===== src/hdl/reflex_cfg_pkg.sv =====
`default_nettype none

package reflex_cfg_pkg;

    ////////////////////////////////////////////////////////////////////////////
    // datapath widths
    ////////////////////////////////////////////////////////////////////////////

    // currents, gains, drive and spike counts
    localparam int DATA_W = 32;
    // host parameter selector
    localparam int SEL_W = 4;

    ////////////////////////////////////////////////////////////////////////////
    // host parameter writes
    ////////////////////////////////////////////////////////////////////////////

    // selector codes keep the old trigger numbering
    localparam logic [SEL_W-1:0] SEL_GAIN_CN_TO_MN  = 4'd3;
    localparam logic [SEL_W-1:0] SEL_GAIN_SN_TO_MN  = 4'd6;
    localparam logic [SEL_W-1:0] SEL_GAIN_CN2_TO_MN = 4'd9;

    // unity gain out of reset
    localparam logic [DATA_W-1:0] GAIN_RESET = 32'd1;

    ////////////////////////////////////////////////////////////////////////////
    // synapse rule
    ////////////////////////////////////////////////////////////////////////////

    // current added per presynaptic spike
    localparam logic [DATA_W-1:0] EPSC_QUANTUM = 32'd1024;
    // decay per cycle is cur >> SYN_DECAY_SHIFT
    localparam int SYN_DECAY_SHIFT = 3;

    ////////////////////////////////////////////////////////////////////////////
    // motoneuron pool
    ////////////////////////////////////////////////////////////////////////////

    // low drive bits replaced by lfsr noise
    localparam int DITHER_BITS = 10;
    localparam int MN_COUNT = 3;

    // size principle, weights in sixteenths
    localparam int MN_WEIGHT_0 = 75;
    localparam int MN_WEIGHT_1 = 30;
    localparam int MN_WEIGHT_2 = 13;
    localparam int WEIGHT_SHIFT = 4;
    // room for drive times weight without wrap
    localparam int MN_PROD_W = DATA_W + 8;

    // 30 mV, scaled by 1024
    localparam logic [DATA_W-1:0] MN_THRESHOLD = 32'd30720;
    localparam int MN_LEAK_SHIFT = 4;

    // galois lfsr, one seed per motoneuron
    localparam int LFSR_W = 16;
    localparam logic [LFSR_W-1:0] LFSR_TAPS   = 16'hB400;
    localparam logic [LFSR_W-1:0] LFSR_SEED_0 = 16'hACE1;
    localparam logic [LFSR_W-1:0] LFSR_SEED_1 = 16'h1D2C;
    localparam logic [LFSR_W-1:0] LFSR_SEED_2 = 16'h7F3B;

endpackage

`default_nettype wire

===== src/hdl/reflex_types_pkg.sv =====
`default_nettype none

package reflex_types_pkg;

    ////////////////////////////////////////////////////////////////////////////
    // stimulus side
    ////////////////////////////////////////////////////////////////////////////

    // presynaptic spike pulses, one cycle each
    typedef struct packed {
        logic ia;
        logic ii;
        logic cn;
        logic cn2;
    } spike_in_t;

    // host write, sel and data valid while wr is high
    typedef struct packed {
        logic                                 wr;
        logic [reflex_cfg_pkg::SEL_W-1:0]     sel;
        logic [reflex_cfg_pkg::DATA_W-1:0]    data;
    } param_wr_t;

    ////////////////////////////////////////////////////////////////////////////
    // between the stages
    ////////////////////////////////////////////////////////////////////////////

    // synaptic gains, ia and ii share sn_to_mn
    typedef struct packed {
        logic [reflex_cfg_pkg::DATA_W-1:0]    sn_to_mn;
        logic [reflex_cfg_pkg::DATA_W-1:0]    cn_to_mn;
        logic [reflex_cfg_pkg::DATA_W-1:0]    cn2_to_mn;
    } gain_set_t;

    // pool output, spike bit n belongs to motoneuron n
    typedef struct packed {
        logic [reflex_cfg_pkg::MN_COUNT-1:0]  spike;
        logic [reflex_cfg_pkg::DATA_W-1:0]    weighted_count;
    } mn_result_t;

endpackage

`default_nettype wire


===== src/hdl/mn_pool_result.sv =====
`default_nettype none

module mn_pool_result
(
    input  wire                               i_ep50trig,
    input  wire                               i_reset_sim,
    input  wire [reflex_cfg_pkg::DATA_W-1:0]  i_drive,
    output reflex_types_pkg::mn_result_t      o_result
);

    // per-neuron views of the package constants
    localparam int unsigned MN_WEIGHT [reflex_cfg_pkg::MN_COUNT] = '{
        reflex_cfg_pkg::MN_WEIGHT_0,
        reflex_cfg_pkg::MN_WEIGHT_1,
        reflex_cfg_pkg::MN_WEIGHT_2
    };
    localparam logic [reflex_cfg_pkg::LFSR_W-1:0] MN_SEED [reflex_cfg_pkg::MN_COUNT] = '{
        reflex_cfg_pkg::LFSR_SEED_0,
        reflex_cfg_pkg::LFSR_SEED_1,
        reflex_cfg_pkg::LFSR_SEED_2
    };

    logic [reflex_cfg_pkg::LFSR_W-1:0]    lfsr       [reflex_cfg_pkg::MN_COUNT];
    logic [reflex_cfg_pkg::DATA_W-1:0]    mn_dith    [reflex_cfg_pkg::MN_COUNT];
    logic [reflex_cfg_pkg::MN_PROD_W-1:0] mn_in      [reflex_cfg_pkg::MN_COUNT];
    logic [reflex_cfg_pkg::MN_PROD_W-1:0] v_next     [reflex_cfg_pkg::MN_COUNT];
    logic [reflex_cfg_pkg::DATA_W-1:0]    v_mem      [reflex_cfg_pkg::MN_COUNT];
    logic [reflex_cfg_pkg::DATA_W-1:0]    spk_cnt    [reflex_cfg_pkg::MN_COUNT];
    logic [reflex_cfg_pkg::MN_PROD_W-1:0] cnt_scaled [reflex_cfg_pkg::MN_COUNT];
    logic [reflex_cfg_pkg::MN_COUNT-1:0]  spk_q;
    logic [reflex_cfg_pkg::DATA_W-1:0]    weighted_sum;

    // one galois step, taps xored in when a 1 falls out
    function automatic logic [reflex_cfg_pkg::LFSR_W-1:0] lfsr_step
    (
        input logic [reflex_cfg_pkg::LFSR_W-1:0] state
    );
        return (state >> 1) ^ (state[0] ? reflex_cfg_pkg::LFSR_TAPS : '0);
    endfunction

    ////////////////////////////////////////////////////////////////////////////
    // dithered, weighted input and membrane update
    ////////////////////////////////////////////////////////////////////////////

    always_comb
    begin
        for (int n = 0; n < reflex_cfg_pkg::MN_COUNT; n++)
        begin
            // low drive bits swapped for noise
            mn_dith[n] = {i_drive[reflex_cfg_pkg::DATA_W-1:reflex_cfg_pkg::DITHER_BITS],
                          lfsr[n][reflex_cfg_pkg::DITHER_BITS-1:0]};
            // weight in sixteenths, wide so large drive does not wrap
            mn_in[n]   = (mn_dith[n] * MN_WEIGHT[n]) >> reflex_cfg_pkg::WEIGHT_SHIFT;
            // leaky integrate
            v_next[n]  = v_mem[n] - (v_mem[n] >> reflex_cfg_pkg::MN_LEAK_SHIFT) + mn_in[n];
        end
    end

    ////////////////////////////////////////////////////////////////////////////
    // lfsr, membrane, spike and counter registers
    ////////////////////////////////////////////////////////////////////////////

    always_ff @(posedge i_ep50trig or posedge i_reset_sim)
    begin
        if (i_reset_sim)
        begin
            for (int n = 0; n < reflex_cfg_pkg::MN_COUNT; n++)
            begin
                lfsr[n]    <= MN_SEED[n];
                v_mem[n]   <= '0;
                spk_cnt[n] <= '0;
            end
            spk_q <= '0;
        end
        else
        begin
            for (int n = 0; n < reflex_cfg_pkg::MN_COUNT; n++)
            begin
                lfsr[n] <= lfsr_step(lfsr[n]);
                // fire and reset to rest
                if (v_next[n] >= reflex_cfg_pkg::MN_THRESHOLD)
                begin
                    spk_q[n]   <= 1'b1;
                    v_mem[n]   <= '0;
                    spk_cnt[n] <= spk_cnt[n] + 1'b1;
                end
                // below threshold, v_next fits in DATA_W here
                else
                begin
                    spk_q[n] <= 1'b0;
                    v_mem[n] <= v_next[n][reflex_cfg_pkg::DATA_W-1:0];
                end
            end
        end
    end

    ////////////////////////////////////////////////////////////////////////////
    // weighted spike total
    ////////////////////////////////////////////////////////////////////////////

    // same weights as the drive side
    always_comb
    begin
        weighted_sum = '0;
        for (int n = 0; n < reflex_cfg_pkg::MN_COUNT; n++)
        begin
            cnt_scaled[n] = (spk_cnt[n] * MN_WEIGHT[n]) >> reflex_cfg_pkg::WEIGHT_SHIFT;
            weighted_sum  = weighted_sum + cnt_scaled[n][reflex_cfg_pkg::DATA_W-1:0];
        end
    end

    assign o_result = '{spike: spk_q, weighted_count: weighted_sum};

    // membrane starts from 0 after a spike, so a second spike in a row
    // needs the input alone to reach threshold
    for (genvar n = 0; n < reflex_cfg_pkg::MN_COUNT; n++)
    begin : g_spike_chk
        a_back_to_back : assert property (
            @(posedge i_ep50trig) disable iff (i_reset_sim)
            spk_q[n] ##1 spk_q[n] |-> $past(mn_in[n]) >= reflex_cfg_pkg::MN_THRESHOLD
        );
    end

endmodule

`default_nettype wire


===== config.mk =====
export PLATFORM = sky130hd
export DESIGN_NAME = mn_pool_result
export DESIGN_NICKNAME = d
export VERILOG_FILES = /design/src/hdl/reflex_cfg_pkg.sv /design/src/hdl/reflex_types_pkg.sv /design/src/hdl/mn_pool_result.sv
export SDC_FILE = /design/constraint.sdc
export NUM_CORES = 2
export LEC_CHECK = 0
export BUFFER_PORTS_ARGS = -buffer_cell sky130_fd_sc_hd__buf_2
export CORE_MARGIN = 2
export CORE_UTILIZATION = 65
export CTS_CLUSTER_DIAMETER = 50
export DETAILED_ROUTE_END_ITERATION = 10
export PLACE_DENSITY_LB_ADDON = 0.25
export SLEW_MARGIN = 20
export SYNTH_ARGS = -nofsm -noshare
export SYNTH_HDL_FRONTEND = slang
export SYNTH_SLANG_ARGS = --single-unit
export TNS_END_PERCENT = 100

===== constraint.sdc =====
create_clock -name i_ep50trig -period 11.5 [get_ports i_ep50trig]
set_input_delay 1.725 -clock i_ep50trig [delete_from_list [all_inputs] [get_ports i_ep50trig]]
set_output_delay 1.725 -clock i_ep50trig [all_outputs]
set_load 0.01 [all_outputs]

==> results.tsv <==
stage	metric	value	unit
sta	setup_tns	0	ps
power	Psw	6.31	mW
floorplan	std cell rows	90	
placed_design	cell count after placement	5356	
cts	Longest Clk Path Bufs	3	
detailed_routing	met1 WL	36.7	mm
critical_path	Crit Path Max Fanout	6	
critical_path	Crit Path Class	reg -> out	
final_layout	fraction of layout instances using a drive strength above 1	4.75	%
yosys	synth cell count leaders	inv_1, ha_1, fa_1, a21oi_1, xnor2_1	
yosys	Main synth FF type	dfrtp_1	
cts	Setup Fix Bufs, Post-CTS	0	
sta	Fin Hold WS	350	ps
sta	crit share post-route	92.7	%
critical_path	Max stage delay cell, worst path	a221oi_1	
sta	Final Hold Viols	0	
sta	Worst Tran Pin Value	946	ps
yosys	Yosys warnings	0	
job	Max-cap violations	0	
yosys	#FFs+latches synth	243	
detailed_routing	total number of vias	31200	
cts	TritonCTS clock tree	yes	
critical_path	R2R depth	33	
cts	Clock Root Buffer	clkbuf_16	
grt	first-pass GRT wire length	145	mm
outcome	status	finished, final reports clean	
yosys	Cells after Synth	4490	
floorplan	Initial Util	65.5	%
placed_design	Post-DP HPWL	68.7	mm
min_path	worst hold path class	reg -> reg	
critical_path	WP data arrival	8940	ps
yosys	largest cells by area after synthesis	ha_1, fa_1, dfrtp_1	
placed_design	Routability Congestion	0.902	
sta	maximum clock frequency	93.8	MHz
yosys	Synth async-reset ratio	100	%
power	Pint	5.68	mW
yosys	number of library cell types mapped by synthesis	88	
sta	RSZ-0062 raised after global routing	no	
yosys	count leader, synth	inv_1	
yosys	Mapped Area	39400	um2
power	pwr dens	284	nW/um2
final_layout	Multi-input gate area	30200	um2
floorplan	Die X	250	um
critical_path	Worst path max stage delay	540	ps
yosys	register area share after synthesis	15.5	%
critical_path	CP Launch Type	flip-flop	
detailed_routing	drt first pass iters	6	
detailed_routing	Top Metal Used	met5	
cts	CTS resizes	0	
cts	Clk Latency, worst-skew pair	580	ps
final_layout	fillers	4749	
placed_design	Port Buffers	58	
floorplan	die area	62600	um2
critical_path	Worst Path Required	9780	ps
yosys	Yosys top cell by area	ha_1	
cts	hold_buf cts	0	
critical_path	Critical Path End Type	output pin	
floorplan	I/O Pins	69	
grt	overflow left after global routing	0	
cts	CTS Sinks	243	
sta	Max Transition Viols Final	0	
power	combinational share of power	81.6	%
power	Leak	21.9	nW
grt	All-Layer GR Usage	27.4	%
detailed_routing	via/cell ratio	5.75	
detailed_routing	metal3 WL	2.72	mm
cts	clk slew on worst S/H paths	60	ps
cts	CTS buffer count	40	
power	sw frac	52.6	%
placed_design	Placed Area	40800	um2
floorplan	Die H	250	um
cts	H-tree levels	2	
sta	clk_skew	22.3	ps
grt	largest net degree at the start of global routing	141	
yosys	number of enable flip-flop cells after synthesis	0	
yosys	syn_area_per_cell	8.78	um2
sta	endpoints failing setup	0	
min_path	worst hold path depth	0	
detailed_routing	final wirelength	83.6	mm
sta	fin crit period	10660	ps
final_layout	fin area	42200	um2
final_layout	Non-Filler Instances	5432	
detailed_routing	routed len/inst	15.4	um
detailed_routing	Remaining DRCs	0	
detailed_routing	post-route ant nets	0	
floorplan	core area	60100	um2
power	power share of the sequential group	7.7	%
sta	Max transition margin	35.3	%
power	VDD IR-drop max	1.10	mV
power	power consumption	12.0	mW
grt	initial antenna violation count	2	
final_layout	register area	6110	um2
final_layout	Nets	5636	
detailed_routing	met2 WL post-DR	41.9	mm
detailed_routing	DRT iter0 DRCs	1382	
final_layout	Synth-to-Final Area Change	7.22	%
power	clock power share	10.7	%
yosys	top-area cell type share of the netlist area	21.0	%
grt	number of global-route vias before repair	31400	
final timing paths:
path	slack [ps]	from	to
worst max-delay path	840	spk_cnt[69]$_DFFE_PP0P_	o_result[31]
worst min-delay path	350	lfsr[15]$_DFF_PP0_	lfsr[14]$_DFF_PP1_
worst max register to register	2230	lfsr[38]$_DFF_PP1_	v_mem[68]$_DFF_PP0_
worst min register to register	350	lfsr[15]$_DFF_PP0_	lfsr[14]$_DFF_PP1_
max in group asynchronous	8940	i_reset_sim	lfsr[17]$_DFF_PP0_
min in group asynchronous	1310	i_reset_sim	lfsr[2]$_DFF_PP0_
sequential cells by signal, summed over array words and instances, names as in the netlist:
name,count
lfsr,48
v_mem,96
spk_cnt,96
spk_q,3
final cells by class:
class	instances	share of cell area, %
clock buffers	44	2.48
multi-input cells	3426	71.5
flip-flops and latches	243	14.5
clock inverters	30	0.921
diodes	2	0.0118
inverters	839	7.47
repair buffers	66	0.859
well taps	782	2.32
cells by family after synthesis:
kind of cell | after synthesis | share of synthesized area, %
fa+ha+maj | 986 | 37.5
other cells | 1 | 0.00952
flops | 243 | 15.5
xor+xnor | 428 | 9.51
compound gates | 961 | 16.0
buf+inv | 871 | 8.37
simple gates | 991 | 12.8
mux | 9 | 0.245
power by group through the flow:
stage          combinational [mW]  sequential, mW  clock, mW
4_1_cts                      9.77           0.928       1.31
5_1_grt                      10.7           0.933       1.34
3_5_place_dp                 9.67           0.942          0
2_1_floorplan                6.93           0.930          0
3_3_place_gp                 9.58           0.942          0
6_report                     9.77           0.928       1.28
routing by layer:
metal	vias up	global-route usage, %
met5	-	0
met4	2	7.92
met3	141	2.59
met2	538	49.3
met1	15100	34.9
li1	15500	-
layout by cell type (no fill, tap or decap), types with 39 or more instances in the layout:
master     synthesis  final
buf_2              8     58
a21oi_1          284    284
o21a_1            56     56
fa_1             326    326
ha_1             660    660
nand2b_1          53     53
a211oi_1          39     39
nand3_1           99     99
clkbuf_16          0     41
nand2_1          191    191
conb_1             1     51
inv_1            838    837
a21o_1           136    136
nor2b_1           68     68
and3_1            67     67
nor3_1            70     70
o21ai_0          168    168
xor2_1           160    160
dfrtp_1          216    216
nor2_1           231    231
xnor2_1          268    268
through the flow:
step	util [%]	worst slack (ps)
floorplan	-	2100
CTS	70.2	955
global route	70.2	249
global placement	67.9	898
detailed placement	67.9	774
finish	70.3	837
critical path, delay by kind of cell (launching register included):
| kind | cells | cell delay (ps) |
|---|---|---|
| and+or+nand+nor | 2 | 270 |
| DFF | 1 | 480 |
| AOI/OAI and AO/OA | 15 | 4020 |
| xor gates and xnor gates | 3 | 550 |
| buffers and inverters | 4 | 310 |
| adders and majority gates | 7 | 2700 |
(Power assumes the default switching activity.)
