## src/hdl/reflex_cfg_pkg.sv

```systemverilog
`default_nettype none

package reflex_cfg_pkg;

    ////////////////////////////////////////////////////////////////////////////
    // datapath widths
    ////////////////////////////////////////////////////////////////////////////

    // currents, gains, drive and spike counts
    localparam int DATA_W = 32;
    // host parameter selector
    localparam int SEL_W = 4;

    ////////////////////////////////////////////////////////////////////////////
    // host parameter writes
    ////////////////////////////////////////////////////////////////////////////

    // selector codes keep the old trigger numbering
    localparam logic [SEL_W-1:0] SEL_GAIN_CN_TO_MN  = 4'd3;
    localparam logic [SEL_W-1:0] SEL_GAIN_SN_TO_MN  = 4'd6;
    localparam logic [SEL_W-1:0] SEL_GAIN_CN2_TO_MN = 4'd9;

    // unity gain out of reset
    localparam logic [DATA_W-1:0] GAIN_RESET = 32'd1;

    ////////////////////////////////////////////////////////////////////////////
    // synapse rule
    ////////////////////////////////////////////////////////////////////////////

    // current added per presynaptic spike
    localparam logic [DATA_W-1:0] EPSC_QUANTUM = 32'd1024;
    // decay per cycle is cur >> SYN_DECAY_SHIFT
    localparam int SYN_DECAY_SHIFT = 3;

    ////////////////////////////////////////////////////////////////////////////
    // motoneuron pool
    ////////////////////////////////////////////////////////////////////////////

    // low drive bits replaced by lfsr noise
    localparam int DITHER_BITS = 10;
    localparam int MN_COUNT = 3;

    // size principle, weights in sixteenths
    localparam int MN_WEIGHT_0 = 75;
    localparam int MN_WEIGHT_1 = 30;
    localparam int MN_WEIGHT_2 = 13;
    localparam int WEIGHT_SHIFT = 4;
    // room for drive times weight without wrap
    localparam int MN_PROD_W = DATA_W + 8;

    // 30 mV, scaled by 1024
    localparam logic [DATA_W-1:0] MN_THRESHOLD = 32'd30720;
    localparam int MN_LEAK_SHIFT = 4;

    // galois lfsr, one seed per motoneuron
    localparam int LFSR_W = 16;
    localparam logic [LFSR_W-1:0] LFSR_TAPS   = 16'hB400;
    localparam logic [LFSR_W-1:0] LFSR_SEED_0 = 16'hACE1;
    localparam logic [LFSR_W-1:0] LFSR_SEED_1 = 16'h1D2C;
    localparam logic [LFSR_W-1:0] LFSR_SEED_2 = 16'h7F3B;

endpackage

`default_nettype wire
```

## src/hdl/reflex_types_pkg.sv

```systemverilog
`default_nettype none

package reflex_types_pkg;

    ////////////////////////////////////////////////////////////////////////////
    // stimulus side
    ////////////////////////////////////////////////////////////////////////////

    // presynaptic spike pulses, one cycle each
    typedef struct packed {
        logic ia;
        logic ii;
        logic cn;
        logic cn2;
    } spike_in_t;

    // host write, sel and data valid while wr is high
    typedef struct packed {
        logic                                 wr;
        logic [reflex_cfg_pkg::SEL_W-1:0]     sel;
        logic [reflex_cfg_pkg::DATA_W-1:0]    data;
    } param_wr_t;

    ////////////////////////////////////////////////////////////////////////////
    // between the stages
    ////////////////////////////////////////////////////////////////////////////

    // synaptic gains, ia and ii share sn_to_mn
    typedef struct packed {
        logic [reflex_cfg_pkg::DATA_W-1:0]    sn_to_mn;
        logic [reflex_cfg_pkg::DATA_W-1:0]    cn_to_mn;
        logic [reflex_cfg_pkg::DATA_W-1:0]    cn2_to_mn;
    } gain_set_t;

    // pool output, spike bit n belongs to motoneuron n
    typedef struct packed {
        logic [reflex_cfg_pkg::MN_COUNT-1:0]  spike;
        logic [reflex_cfg_pkg::DATA_W-1:0]    weighted_count;
    } mn_result_t;

endpackage

`default_nettype wire

```

## src/hdl/gain_decode.sv

```systemverilog
`default_nettype none

module gain_decode
(
    input  wire                              i_ep50trig,
    input  wire                              i_reset_sim,
    input  wire reflex_types_pkg::param_wr_t i_param,
    output reflex_types_pkg::gain_set_t      o_gains
);

    // selector names one of the three gains
    logic sel_hit;

    always_comb
    begin
        sel_hit = i_param.wr &&
                  (i_param.sel inside {reflex_cfg_pkg::SEL_GAIN_CN_TO_MN,
                                       reflex_cfg_pkg::SEL_GAIN_SN_TO_MN,
                                       reflex_cfg_pkg::SEL_GAIN_CN2_TO_MN});
    end

    ////////////////////////////////////////////////////////////////////////////
    // gain register set
    ////////////////////////////////////////////////////////////////////////////

    // loads on the strobe edge itself
    always_ff @(posedge i_ep50trig or posedge i_reset_sim)
    begin
        if (i_reset_sim)
        begin
            o_gains.sn_to_mn  <= reflex_cfg_pkg::GAIN_RESET;
            o_gains.cn_to_mn  <= reflex_cfg_pkg::GAIN_RESET;
            o_gains.cn2_to_mn <= reflex_cfg_pkg::GAIN_RESET;
        end
        else if (i_param.wr)
        begin
            case (i_param.sel)
                reflex_cfg_pkg::SEL_GAIN_CN_TO_MN:
                    o_gains.cn_to_mn <= i_param.data;
                reflex_cfg_pkg::SEL_GAIN_SN_TO_MN:
                    o_gains.sn_to_mn <= i_param.data;
                reflex_cfg_pkg::SEL_GAIN_CN2_TO_MN:
                    o_gains.cn2_to_mn <= i_param.data;
                // other trigger numbers belong to dropped parameters
                default:
                    ;
            endcase
        end
    end

    // no strobe, or a foreign selector, leaves the whole set untouched
    a_gains_hold : assert property (
        @(posedge i_ep50trig) disable iff (i_reset_sim)
        !sel_hit |=> $stable(o_gains)
    );

endmodule

`default_nettype wire

```

## config.mk

```make
export PLATFORM = sky130hd
export DESIGN_NAME = gain_decode
export DESIGN_NICKNAME = d
export VERILOG_FILES = /design/src/hdl/reflex_cfg_pkg.sv /design/src/hdl/reflex_types_pkg.sv /design/src/hdl/gain_decode.sv
export SDC_FILE = /design/constraint.sdc
export NUM_CORES = 1
export LEC_CHECK = 0
export BUFFER_PORTS_ARGS = -buffer_cell sky130_fd_sc_hd__buf_2
export CAP_MARGIN = 20
export CORE_MARGIN = 10
export CORE_UTILIZATION = 52
export CTS_CLUSTER_DIAMETER = 50
export DETAILED_ROUTE_END_ITERATION = 16
export PLACE_DENSITY = 0.91
export SETUP_SLACK_MARGIN = 0.15
export SYNTH_ARGS = -nofsm -noshare
export SYNTH_HDL_FRONTEND = slang
export SYNTH_SLANG_ARGS = --single-unit
```

## constraint.sdc

```tcl
create_clock -name i_ep50trig -period 6.65 [get_ports i_ep50trig]
set_clock_uncertainty 0.15 [all_clocks]
set_input_delay 0.665 -clock i_ep50trig [delete_from_list [all_inputs] [get_ports i_ep50trig]]
set_output_delay 0.665 -clock i_ep50trig [all_outputs]
set_load 0.02 [all_outputs]
```

==> summary.md, run 1 <==
### Power and ir drop
- **total power after layout** 1.66 mW
- **Pwr Density** 363 nW/µm²
- **Leakage** 2.28 nW
- **Max IR drop VDD** 0.197 mV

### Min path
- **worst min path class** input pin to asynchronous set/reset pin

### Global route
- **via count of the first global-routing pass** 2515
- **global route total overflow** 0
- **total global-route track usage** 15.9%
- **largest net degree at the start of global routing** 97
- **number of antenna violations at the first check in global routing** 0
- **first-pass GRT wire length** 13000 µm

### Synth
- **most instantiated cells after synthesis** 93 x dfrtp_1, 88 x mux2_2, 8 x mux2_1
- **number of cells produced by synthesis** 208
- **synthesized area per cell** 17.4 µm²
- **Synth Cell Area** 3610 µm²
- **Yosys reg bits** 96
- **fraction of synthesized cell area taken by the top area cell type** 64.4%
- **number of nets produced by synthesis** 247
- **Post-synth top flop** dfrtp_1
- **number of synthesis warnings** 0
- **Post-synth ARST share** 100%
- **sequential fraction of the synthesis area** 66.6%
- **Distinct cells, synth** 14
- **number of enable flip-flop cells after synthesis** 0
- **synth top area cells** dfrtp_1 64%, mux2_2 27%, mux2_1 2.5%
- **most frequent cell after synthesis** dfrtp_1
- **largest area contributor in the synthesized netlist** dfrtp_1

### Final layout
- **max FFs per register** 96
- **number of cells in the finished layout apart from fillers** 433
- **area overhead of the layout relative to synthesis** 26.5%
- **number of antenna diodes** 0
- **Biggest register** o_gains
- **leading registers by flop count** o_gains: 96 flops
- **final net count** 387
- **fraction of final layout cells sized beyond drive strength 1** 70.3%

### Outcome
- **outcome** complete, no violations

### Place
- **Final Wtd Congestion** 0.711
- **hpwl dp** 6050 µm
- **Port Buf Inserts** 134
- **Post-Place Worst Slack** 4.14 ns
- **total placed cells including tap cells** 416

### Worst setup path
- **crit-path cells** buf_2 -> nand3b_1 -> nor2_4 -> mux2_2
- **Data required, critical path** 6.73 ns
- **kind of critical path** input pin to register
- **critical path fanouts, max** 32
- **highest cell delay on the worst timing path** 0.77 ns
- **Setup crit end kind** register
- **Worst path top cell family by delay** simple AND/OR/NAND/NOR gates
- **crit path max-delay cell type** nor2_4
- **buffer and inverter count on the worst path** 1
- **launching element type of the critical path** input pin
- **endpoint arrival time on the critical path** 2.22 ns

### Detailed routing
- **First DRT Iteration DRCs** 34
- **Avg WL per Cell** 19.1 µm
- **total iterations of the first detailed-routing run** 6
- **number of vias in the routed layout** 2225
- **final antenna-violating net count** 0
- **Post-route DRC** 0
- **via density per instance** 5.14
- **wire length reported by the detailed router** 8260 µm

### Clock network
- **# Post-CTS Setup Buffers** 0
- **total clock buffers created by CTS** 9
- **hold bufs inserted after CTS** 0
- **Clock Root Buffer** clkbuf_8
- **TritonCTS clock tree** done
- **total of cells resized after clock tree synthesis** 0
- **Sink Count** 96
- **insertion delay to the later sink of the worst-skew pair** 0.35 ns
- **H-Tree Depth** 3
- **register clock-pin slew on the reported worst setup and hold paths** 0.09 ns
- **Longest Clk Path Bufs** 2

### STA
- **least setup slack across all paths after layout** 4.51 ns
- **RSZ-0062 raised after global routing** no
- **minimum clock period** 2.14 ns
- **final-layout setup total negative slack** 0 ns
- **number of setup violations in the final report** 0
- **worst hold slack after final layout** 0.273 ns
- **normalized max-slew margin** 37.3%
- **number of hold violations in the final report** 0
- **max-slew violations** 0
- **transition at the pin with the smallest max-transition slack** 0.939 ns
- **Fmax** 466 MHz
- **share of the clock period used by the worst path after layout** 32.2%

### Die
- **Die Ht** 103 µm
- **x dimension of the die** 103 µm
- **placeable core region** 6760 µm²
- **initial core utilization** 53.5%
- **number of rows in the core area** 30
- **die area** 10700 µm²
- **count of pins on the block boundary** 135

### Run
- **max-cap violation count** 0

## routing by layer
layer | up-vias | part of all wire (%) | track usage (%)
li1 | 1010 | - | -
met1 | 1120 | 39 | 18.1
met2 | 85 | 51 | 26.6
met3 | 10 | 8.8 | 5.85
met4 | 0 | 1.4 | 6.20
met5 | - | 0 | 0
## where the power goes
group | leakage [nW] | internal, mW | switching [mW] | total, mW
combinational | 1.01 | 0.200 | 0.300 | 0.500
clock | 0.0993 | 0.184 | 0.191 | 0.375
sequential | 1.17 | 0.721 | 0.0661 | 0.788
## cell type report
class	count	area, µm²
repair buffers	138	721
inverters	1	5.00
flip-flops and latches	96	2410
clock inverters	5	56.3
clock buffers	11	141
well taps	80	100
fillers	484	2180
multi-input cells	102	1140
## per-stage QoR
stage               instance area [µm²]  util, %
floorplan                          3610        -
global placement                   4350     64.4
detailed placement                 4350     64.4
CTS                                4550     67.3
global route                       4570     67.7
finish                             4570     67.7
## placed cells by master (no fill, tap or decap)
cell type,count
clkinvlp_4,1
clkbuf_1,1
nor2_4,1
bufinv_16,1
dfstp_2,3
buf_2,134
clkbuf_8,10
mux2_2,88
mux2_1,8
nand2b_1,1
dfrtp_1,93
clkinv_2,3
clkinv_4,1
nor3_4,1
nand2_1,1
buf_16,1
nor3b_4,1
buf_4,3
nand3b_1,1
## kinds of logic after synthesis
group	count (synthesis)	share of synthesized area (%)
buffers and inverters	10	2.08
DFF	96	66.6
muxes	96	29.9
and+or+nand+nor	6	1.45
## worst paths after layout
| path | start | end | slack (ns) | cells past startpoint |
|---|---|---|---|---|
| worst max-delay path | i_param[34] | o_gains[49] | 4.51 | 4 |
| worst min-delay path | i_reset_sim | o_gains[86] | 0.27 | 3 |
| worst max register to register | o_gains[63] | o_gains[63] | 5.70 | 1 |
| worst min register to register | o_gains[88] | o_gains[88] | 0.34 | 1 |
| max in group asynchronous | i_reset_sim | o_gains[64] | 5.39 | 4 |
| min in group i_ep50trig | o_gains[88] | o_gains[88] | 0.34 | 1 |
Note: power is estimated with default switching activity, not from simulation.
==> inputs of run 2 (changes only) <==
--- a/config.mk
+++ b/config.mk
@@ -8,10 +8,10 @@
 export BUFFER_PORTS_ARGS = -buffer_cell sky130_fd_sc_hd__buf_2
 export CAP_MARGIN = 20
 export CORE_MARGIN = 10
-export CORE_UTILIZATION = 52
+export CORE_UTILIZATION = 49
 export CTS_CLUSTER_DIAMETER = 50
 export DETAILED_ROUTE_END_ITERATION = 16
-export PLACE_DENSITY = 0.91
+export PLACE_DENSITY = 0.87
 export SETUP_SLACK_MARGIN = 0.15
 export SYNTH_ARGS = -nofsm -noshare
 export SYNTH_HDL_FRONTEND = slang
==> constraint.sdc (replaced) <==
create_clock -name i_ep50trig -period 2.2 [get_ports i_ep50trig]
set_clock_uncertainty 0.15 [all_clocks]
set_input_delay 0.22 -clock i_ep50trig [delete_from_list [all_inputs] [get_ports i_ep50trig]]
set_output_delay 0.22 -clock i_ep50trig [all_outputs]
set_load 0.02 [all_outputs]
==> run 2 against run 1 <==
Compared with the run above: combinational power rose to 3.1 times the previous value; register-to-register slack lost 4.5 ns; worst hold slack improved by 0.041 ns; cell area increased by 9.0%; clock power rose to 3.4 times the previous value; via count rose by 7.6%; first-iteration DRC count up 5.9%; worst setup slack worse by 3.7 ns; count of clock-buffer cells in the layout fell by 1; critical path depth rose by 1; total power grew to 3.1 times the previous value; sequential cell count unchanged; critical path type unchanged.
==> summary.md, run 2 (synthesis gave the netlist of run 1 again) <==
### Final layout
- **fraction of final layout cells sized beyond drive strength 1** 64.6%, -5.7 points
- **area of the multi-input gates** 1140 µm², unchanged
- **number of cells in the finished layout apart from fillers** 486, +12%
- **Sequential cell area** 2410 µm², unchanged
- **final net count** 421, +8.8%
- **top library cells by usage in the layout, fill and taps aside** 134 x buf_2, 93 x dfrtp_1, 88 x mux2_2
- **max FFs per register** 96, unchanged
- **Biggest register** o_gains
- **Fill cells** 525, +8.5%
- **leading registers by flop count** o_gains: 96 flops
- **area overhead of the layout relative to synthesis** 38.0%
- **fin area** 4990 µm², +9.0%
- **most common cell after layout, fill and taps aside** buf_2
- **number of antenna diodes** 0, unchanged

### Clock network
- **insertion delay to the later sink of the worst-skew pair** 0.34 ns, about the same
- **Longest Clk Path Bufs** 2, unchanged
- **TritonCTS clock tree** done
- **register clock-pin slew on the reported worst setup and hold paths** 0.10 ns, about the same
- **Sink Count** 96, unchanged
- **total clock buffers created by CTS** 9, unchanged
- **Clock Root Buffer** clkbuf_8
- **H-Tree Depth** 3, unchanged

### Die
- **x dimension of the die** 106 µm, +2.4%
- **initial core utilization** 50.1%, -3.4 points
- **placeable core region** 7210 µm², +6.8%
- **number of rows in the core area** 31, +3.3%
- **Die Ht** 106 µm, +2.4%
- **die area** 11200 µm², +4.9%
- **count of pins on the block boundary** 135, unchanged

### Global route
- **largest net degree at the start of global routing** 97, unchanged
- **global route total overflow** 0, unchanged
- **first-pass GRT wire length** 14400 µm, +11%
- **total global-route track usage** 15.8%, -0.090 points
- **number of antenna violations at the first check in global routing** 0, unchanged
- **via count of the first global-routing pass** 2687, +6.8%

### Detailed routing
- **Post-route DRC** 0, unchanged
- **First DRT Iteration DRCs** 36, +5.9%
- **total iterations of the first detailed-routing run** 4, -2
- **Avg WL per Cell** 18.4 µm, -3.3%
- **via density per instance** 4.93, -4.1%
- **final antenna-violating net count** 0, unchanged
- **wire length reported by the detailed router** 8960 µm, +8.5%
- **number of vias in the routed layout** 2395, +7.6%

### Worst setup path
- **highest cell delay on the worst timing path** 0.37 ns, -0.40 ns
- **critical path fanouts, max** 32, unchanged
- **endpoint arrival time on the critical path** 1.47 ns, -0.75 ns
- **Worst path top cell family by delay** simple AND/OR/NAND/NOR gates
- **startpoint of the worst setup timing path** i_param[34]
- **Setup crit end kind** register
- **start of the worst register-to-register path** o_gains[89]
- **kind of critical path** input pin to register
- **crit path max-delay cell type** mux2_2
- **launching element type of the critical path** input pin
- **buffer and inverter count on the worst path** 2, +1
- **crit-path cells** buf_2 -> nand3b_1 -> nor3b_4 -> buf_12 -> mux2_2
- **Data required, critical path** 2.27 ns, -4.46 ns

### Place
- **Port Buf Inserts** 134, unchanged
- **total placed cells including tap cells** 437, +5.0%
- **Final Wtd Congestion** 0.770, +8.3%
- **post-place instance area** 4430 µm², +1.8%
- **hpwl dp** 6140 µm, +1.5%

### Power and ir drop
- **total power after layout** 5.22 mW, +210%
- **Leakage** 2.42 nW, +6.5%
- **Max IR drop VDD** 0.599 mV, +200%
- **Pwr Density** 1050 nW/µm², +190%

### Min path
- **hold path start** i_param[32]
- **worst min path class** input pin to register

### STA
- **normalized max-slew margin** 66.7%, +29 points
- **RSZ-0062 raised after global routing** no
- **number of setup violations in the final report** 0, unchanged
- **worst hold slack after final layout** 0.313 ns, +0.0405 ns
- **final-layout setup total negative slack** 0 ns, unchanged
- **Fmax** 714 MHz
- **number of hold violations in the final report** 0, unchanged
- **share of the clock period used by the worst path after layout** 63.7%
- **transition at the pin with the smallest max-transition slack** 0.499 ns, -0.440 ns
- **max-slew violations** 0, unchanged
- **minimum clock period** 1.40 ns

### Run
- **max-cap violation count** 0, unchanged

### Outcome
- **outcome** complete, no violations

-- run 2: cell count changes in the layout (fill, tap and decap cells not counted), moves of 3 or more --
cell / delta
clkinvlp_4: +3
dlygate4sd3_1: +33
clkinv_2: -3
buf_12: +3
-- run 2: layer usage --
| metal | wire length, µm | GRT usage, % | share of wire [%] | vias up |
|---|---|---|---|---|
| met5 | 0 | 0 | 0 | - |
| met1 | 3540 | 17.3 | 39 | 1228 |
| met2 | 4630 | 27.8 | 52 | 80 |
| li1 | - | - | - | 1079 |
| met3 | 706 | 6.04 | 7.9 | 8 |
| met4 | 85 | 4.74 | 0.95 | 0 |
-- run 2: final cells by class --
cell class / count / area share, %
clock inverters: 6 / 1.83
inverters: 1 / 0.151
repair buffers: 172 / 21.6
well taps: 99 / 2.48
clock buffers: 10 / 2.76
flip-flops and latches: 96 / 48.2
multi-input cells: 102 / 23.0
-- run 2: worst paths after layout --
| kind | endpoint | slack (ns) | cells past startpoint |
|---|---|---|---|
| max | o_gains[10] | 0.80 | 5 |
| min | o_gains[88] | 0.31 | 4 |
| max reg2reg | o_gains[89] | 1.25 | 1 |
| min reg2reg | o_gains[63] | 0.34 | 1 |
| max in group asynchronous | o_gains[64] | 1.08 | 4 |
| min in group asynchronous | o_gains[79] | 0.41 | 4 |
-- run 2: what timing repair did --
action                                 in CTS  in global routing
endpoints found under the hold margin     184                  0
buffers inserted                            0                  0
gates resized for setup                     0                  0
hold buffers                               33                  0
-- run 2: power by group --
part           internal (mW)  switching, mW  total, mW
Clock                  0.675          0.597       1.27
Sequential              2.18          0.208       2.39
Combinational          0.642          0.920       1.56
Total                   3.50           1.73       5.22
-- run 2: through the flow --
step	utilization, %	setup WS (ns)
after global placement	61.4	0.502
after CTS	69.1	0.773
after detailed placement	61.4	0.414
after floorplan	-	0.660
after global routing	69.1	0.750
final	69.1	0.798
==> inputs of run 3 (changes only) <==
--- a/config.mk
+++ b/config.mk
@@ -8,10 +8,10 @@
 export BUFFER_PORTS_ARGS = -buffer_cell sky130_fd_sc_hd__buf_2
 export CAP_MARGIN = 20
 export CORE_MARGIN = 10
-export CORE_UTILIZATION = 49
+export CORE_UTILIZATION = 44
 export CTS_CLUSTER_DIAMETER = 50
 export DETAILED_ROUTE_END_ITERATION = 16
-export PLACE_DENSITY = 0.87
+export PLACE_DENSITY = 0.83
 export SETUP_SLACK_MARGIN = 0.15
 export SYNTH_ARGS = -nofsm -noshare
 export SYNTH_HDL_FRONTEND = slang
==> constraint.sdc (replaced) <==
create_clock -name i_ep50trig -period 1.16 [get_ports i_ep50trig]
set_clock_uncertainty 0.15 [all_clocks]
set_input_delay 0.116 -clock i_ep50trig [delete_from_list [all_inputs] [get_ports i_ep50trig]]
set_output_delay 0.116 -clock i_ep50trig [all_outputs]
set_load 0.02 [all_outputs]
==> run 3 against run 2 <==
Compared with the run above: the flow now finishes with violations (setup timing); sequential share of layout area shrank 14 points; total power up 130%; largest cell class is now non-clock buffers; critical path type unchanged; worst setup slack worse by 0.95 ns.
==> summary.md, run 3 (synthesis gave the netlist of run 1 again) <==
### Outcome
- **outcome** finished, violations left
- **failing checks** setup timing

### Clock network
- **Clock Root Buffer** clkbuf_8
- **TritonCTS clock tree** done
- **register clock-pin slew on the reported worst setup and hold paths** 0.10 ns, about the same
- **H-Tree Depth** 3, unchanged
- **Longest Clk Path Bufs** 2, unchanged
- **total clock buffers created by CTS** 9, unchanged
- **insertion delay to the later sink of the worst-skew pair** 0.35 ns, about the same
- **Sink Count** 96, unchanged

### STA
- **minimum clock period** 1.31 ns
- **max-slew violations** 0, unchanged
- **number of hold violations in the final report** 0, unchanged
- **least setup slack across all paths after layout** -0.154 ns, -0.952 ns
- **RSZ-0062 raised after global routing** yes
- **share of the clock period used by the worst path after layout** 113%
- **transition at the pin with the smallest max-transition slack** 0.285 ns, -0.214 ns
- **Fmax** 761 MHz
- **number of setup violations in the final report** 150, +150
- **worst hold slack after final layout** 0.261 ns, -0.0521 ns
- **normalized max-slew margin** 81.0%, +14 points

### Detailed routing
- **final antenna-violating net count** 0, unchanged
- **via density per instance** 4.97, +0.91%
- **Avg WL per Cell** 23.4 µm, +27%
- **wire length reported by the detailed router** 13800 µm, +54%
- **number of vias in the routed layout** 2929, +22%
- **total iterations of the first detailed-routing run** 4, unchanged
- **Post-route DRC** 0, unchanged
- **First DRT Iteration DRCs** 64, +78%

### Place
- **Final Wtd Congestion** 0.726, -5.7%
- **Port Buf Inserts** 134, unchanged
- **post-place instance area** 4650 µm², +5.1%
- **hpwl dp** 6530 µm, +6.4%

### Worst setup path
- **launching element type of the critical path** input pin
- **worst reg-to-reg path cell count** 3, +2
- **Data required, critical path** 1.25 ns, -1.02 ns
- **kind of critical path** input pin to register
- **critical path fanouts, max** 6, -81%
- **flop-to-flop setup slack** -0.03 ns, -1.28 ns
- **Setup crit end kind** register
- **capturing point of the worst reg2reg path** o_gains[68]
- **start of the worst register-to-register path** o_gains[68]
- **startpoint of the worst setup timing path** i_param[34]
- **endpoint arrival time on the critical path** 1.40 ns, -0.07 ns

### Global route
- **largest net degree at the start of global routing** 54, -44%
- **total global-route track usage** 20.8%, +5.0 points
- **global route total overflow** 0, unchanged
- **first-pass GRT wire length** 20100 µm, +39%
- **number of antenna violations at the first check in global routing** 0, unchanged
- **via count of the first global-routing pass** 3320, +24%

### Power and ir drop
- **Leakage** 3.42 nW, +41%
- **Max IR drop VDD** 1.01 mV, +69%
- **Pwr Density** 1760 nW/µm², +68%

### Final layout
- **number of antenna diodes** 0, unchanged
- **max FFs per register** 96, unchanged
- **most common cell after layout, fill and taps aside** buf_6
- **leading registers by flop count** o_gains: 96 flops
- **fin area** 6960 µm², +40%
- **final net count** 518, +23%
- **area overhead of the layout relative to synthesis** 92.6%
- **Finished Core Util** 86.0%, +17 points
- **Biggest register** o_gains
- **Fill cells** 329, -37%
- **fraction of final layout cells sized beyond drive strength 1** 73.3%, +8.7 points
- **top library cells by usage in the layout, fill and taps aside** 111 x buf_6, 96 x mux2_4, 93 x dfrtp_1

### Die
- **Die Ht** 111 µm, +4.5%
- **count of pins on the block boundary** 135, unchanged
- **die area** 12200 µm², +9.2%
- **placeable core region** 8090 µm², +12%
- **number of rows in the core area** 33, +6.5%
- **x dimension of the die** 111 µm, +4.5%
- **initial core utilization** 44.7%, -5.4 points

### Run
- **max-cap violation count** 0, unchanged

### Min path
- **worst min path class** input pin to asynchronous set/reset pin

## run 3: changes by cell type in the layout (fill, tap and decap cells not counted), moves of 2 or more
cell,before,now
buf_12,3,8
buf_16,0,7
buf_2,134,36
buf_4,2,71
buf_6,0,111
bufinv_16,2,0
clkbuf_1,0,2
clkbuf_16,0,3
mux2_1,8,0
mux2_2,88,0
mux2_4,0,96
## run 3: routing by layer
layer  wire, µm  track usage, %
met1       5290            22.8
met3        864            7.36
met4        226            5.47
met5          0               0
met2       7420            37.0
## run 3: worst max path at each step
stage,to,cells after the start
after floorplan,o_gains[19],4
after global placement,o_gains[45],6
after detailed placement,o_gains[33],6
after CTS,o_gains[64],1
after global routing,o_gains[0],1
final,o_gains[28],7
## run 3: cell type report
cell class | instances | area (µm²) | share of cell area, %
multi-input cells | 102 | 1520 | 21.8
repair buffers | 269 | 2720 | 39.1
clock buffers | 12 | 145 | 2.09
flip-flops and latches | 96 | 2410 | 34.6
well taps | 105 | 131 | 1.89
inverters | 1 | 7.51 | 0.108
clock inverters | 4 | 28.8 | 0.413
## run 3: power by group
part           switching [mW]  total [mW]  internal [mW]
sequential              0.670        4.81           4.14
combinational            2.14        5.41           3.27
clock                    1.19        2.04          0.847
total                    4.00        12.3           8.27
## run 3: through the flow
stage / cells / setup slack (ns) / power, mW / TNS [ns]
finish: 589 / -0.154 / 12.3 / -7.71
global route: 589 / -0.179 / 12.7 / -13.31
CTS: 556 / -0.136 / 11.7 / -3.68
detailed placement: 448 / -0.462 / 7.73 / -37.87
global placement: 448 / -0.400 / 7.61 / -33.87
floorplan: 208 / -0.255 / 6.50 / -40.43
## run 3: timing repair
| item | 4_1_cts | 5_1_grt |
|---|---|---|
| endpoints found under the setup margin | 192 | 192 |
| resized for setup | 265 | 14 |
| pin swaps | 2 | 3 |
| cloned | 7 | 3 |
| hold endpoints to repair | 192 | 0 |
| setup buffers | 52 | 30 |
| hold buffers | 33 | 0 |
## run 3: critical path, cell delays in order
cell and delay [ns]:
buf_6 0.09, nand3b_1 0.18, buf_4 0.16, nor3b_4 0.20, buf_6 0.19, buf_12 0.14, mux2_4 0.32
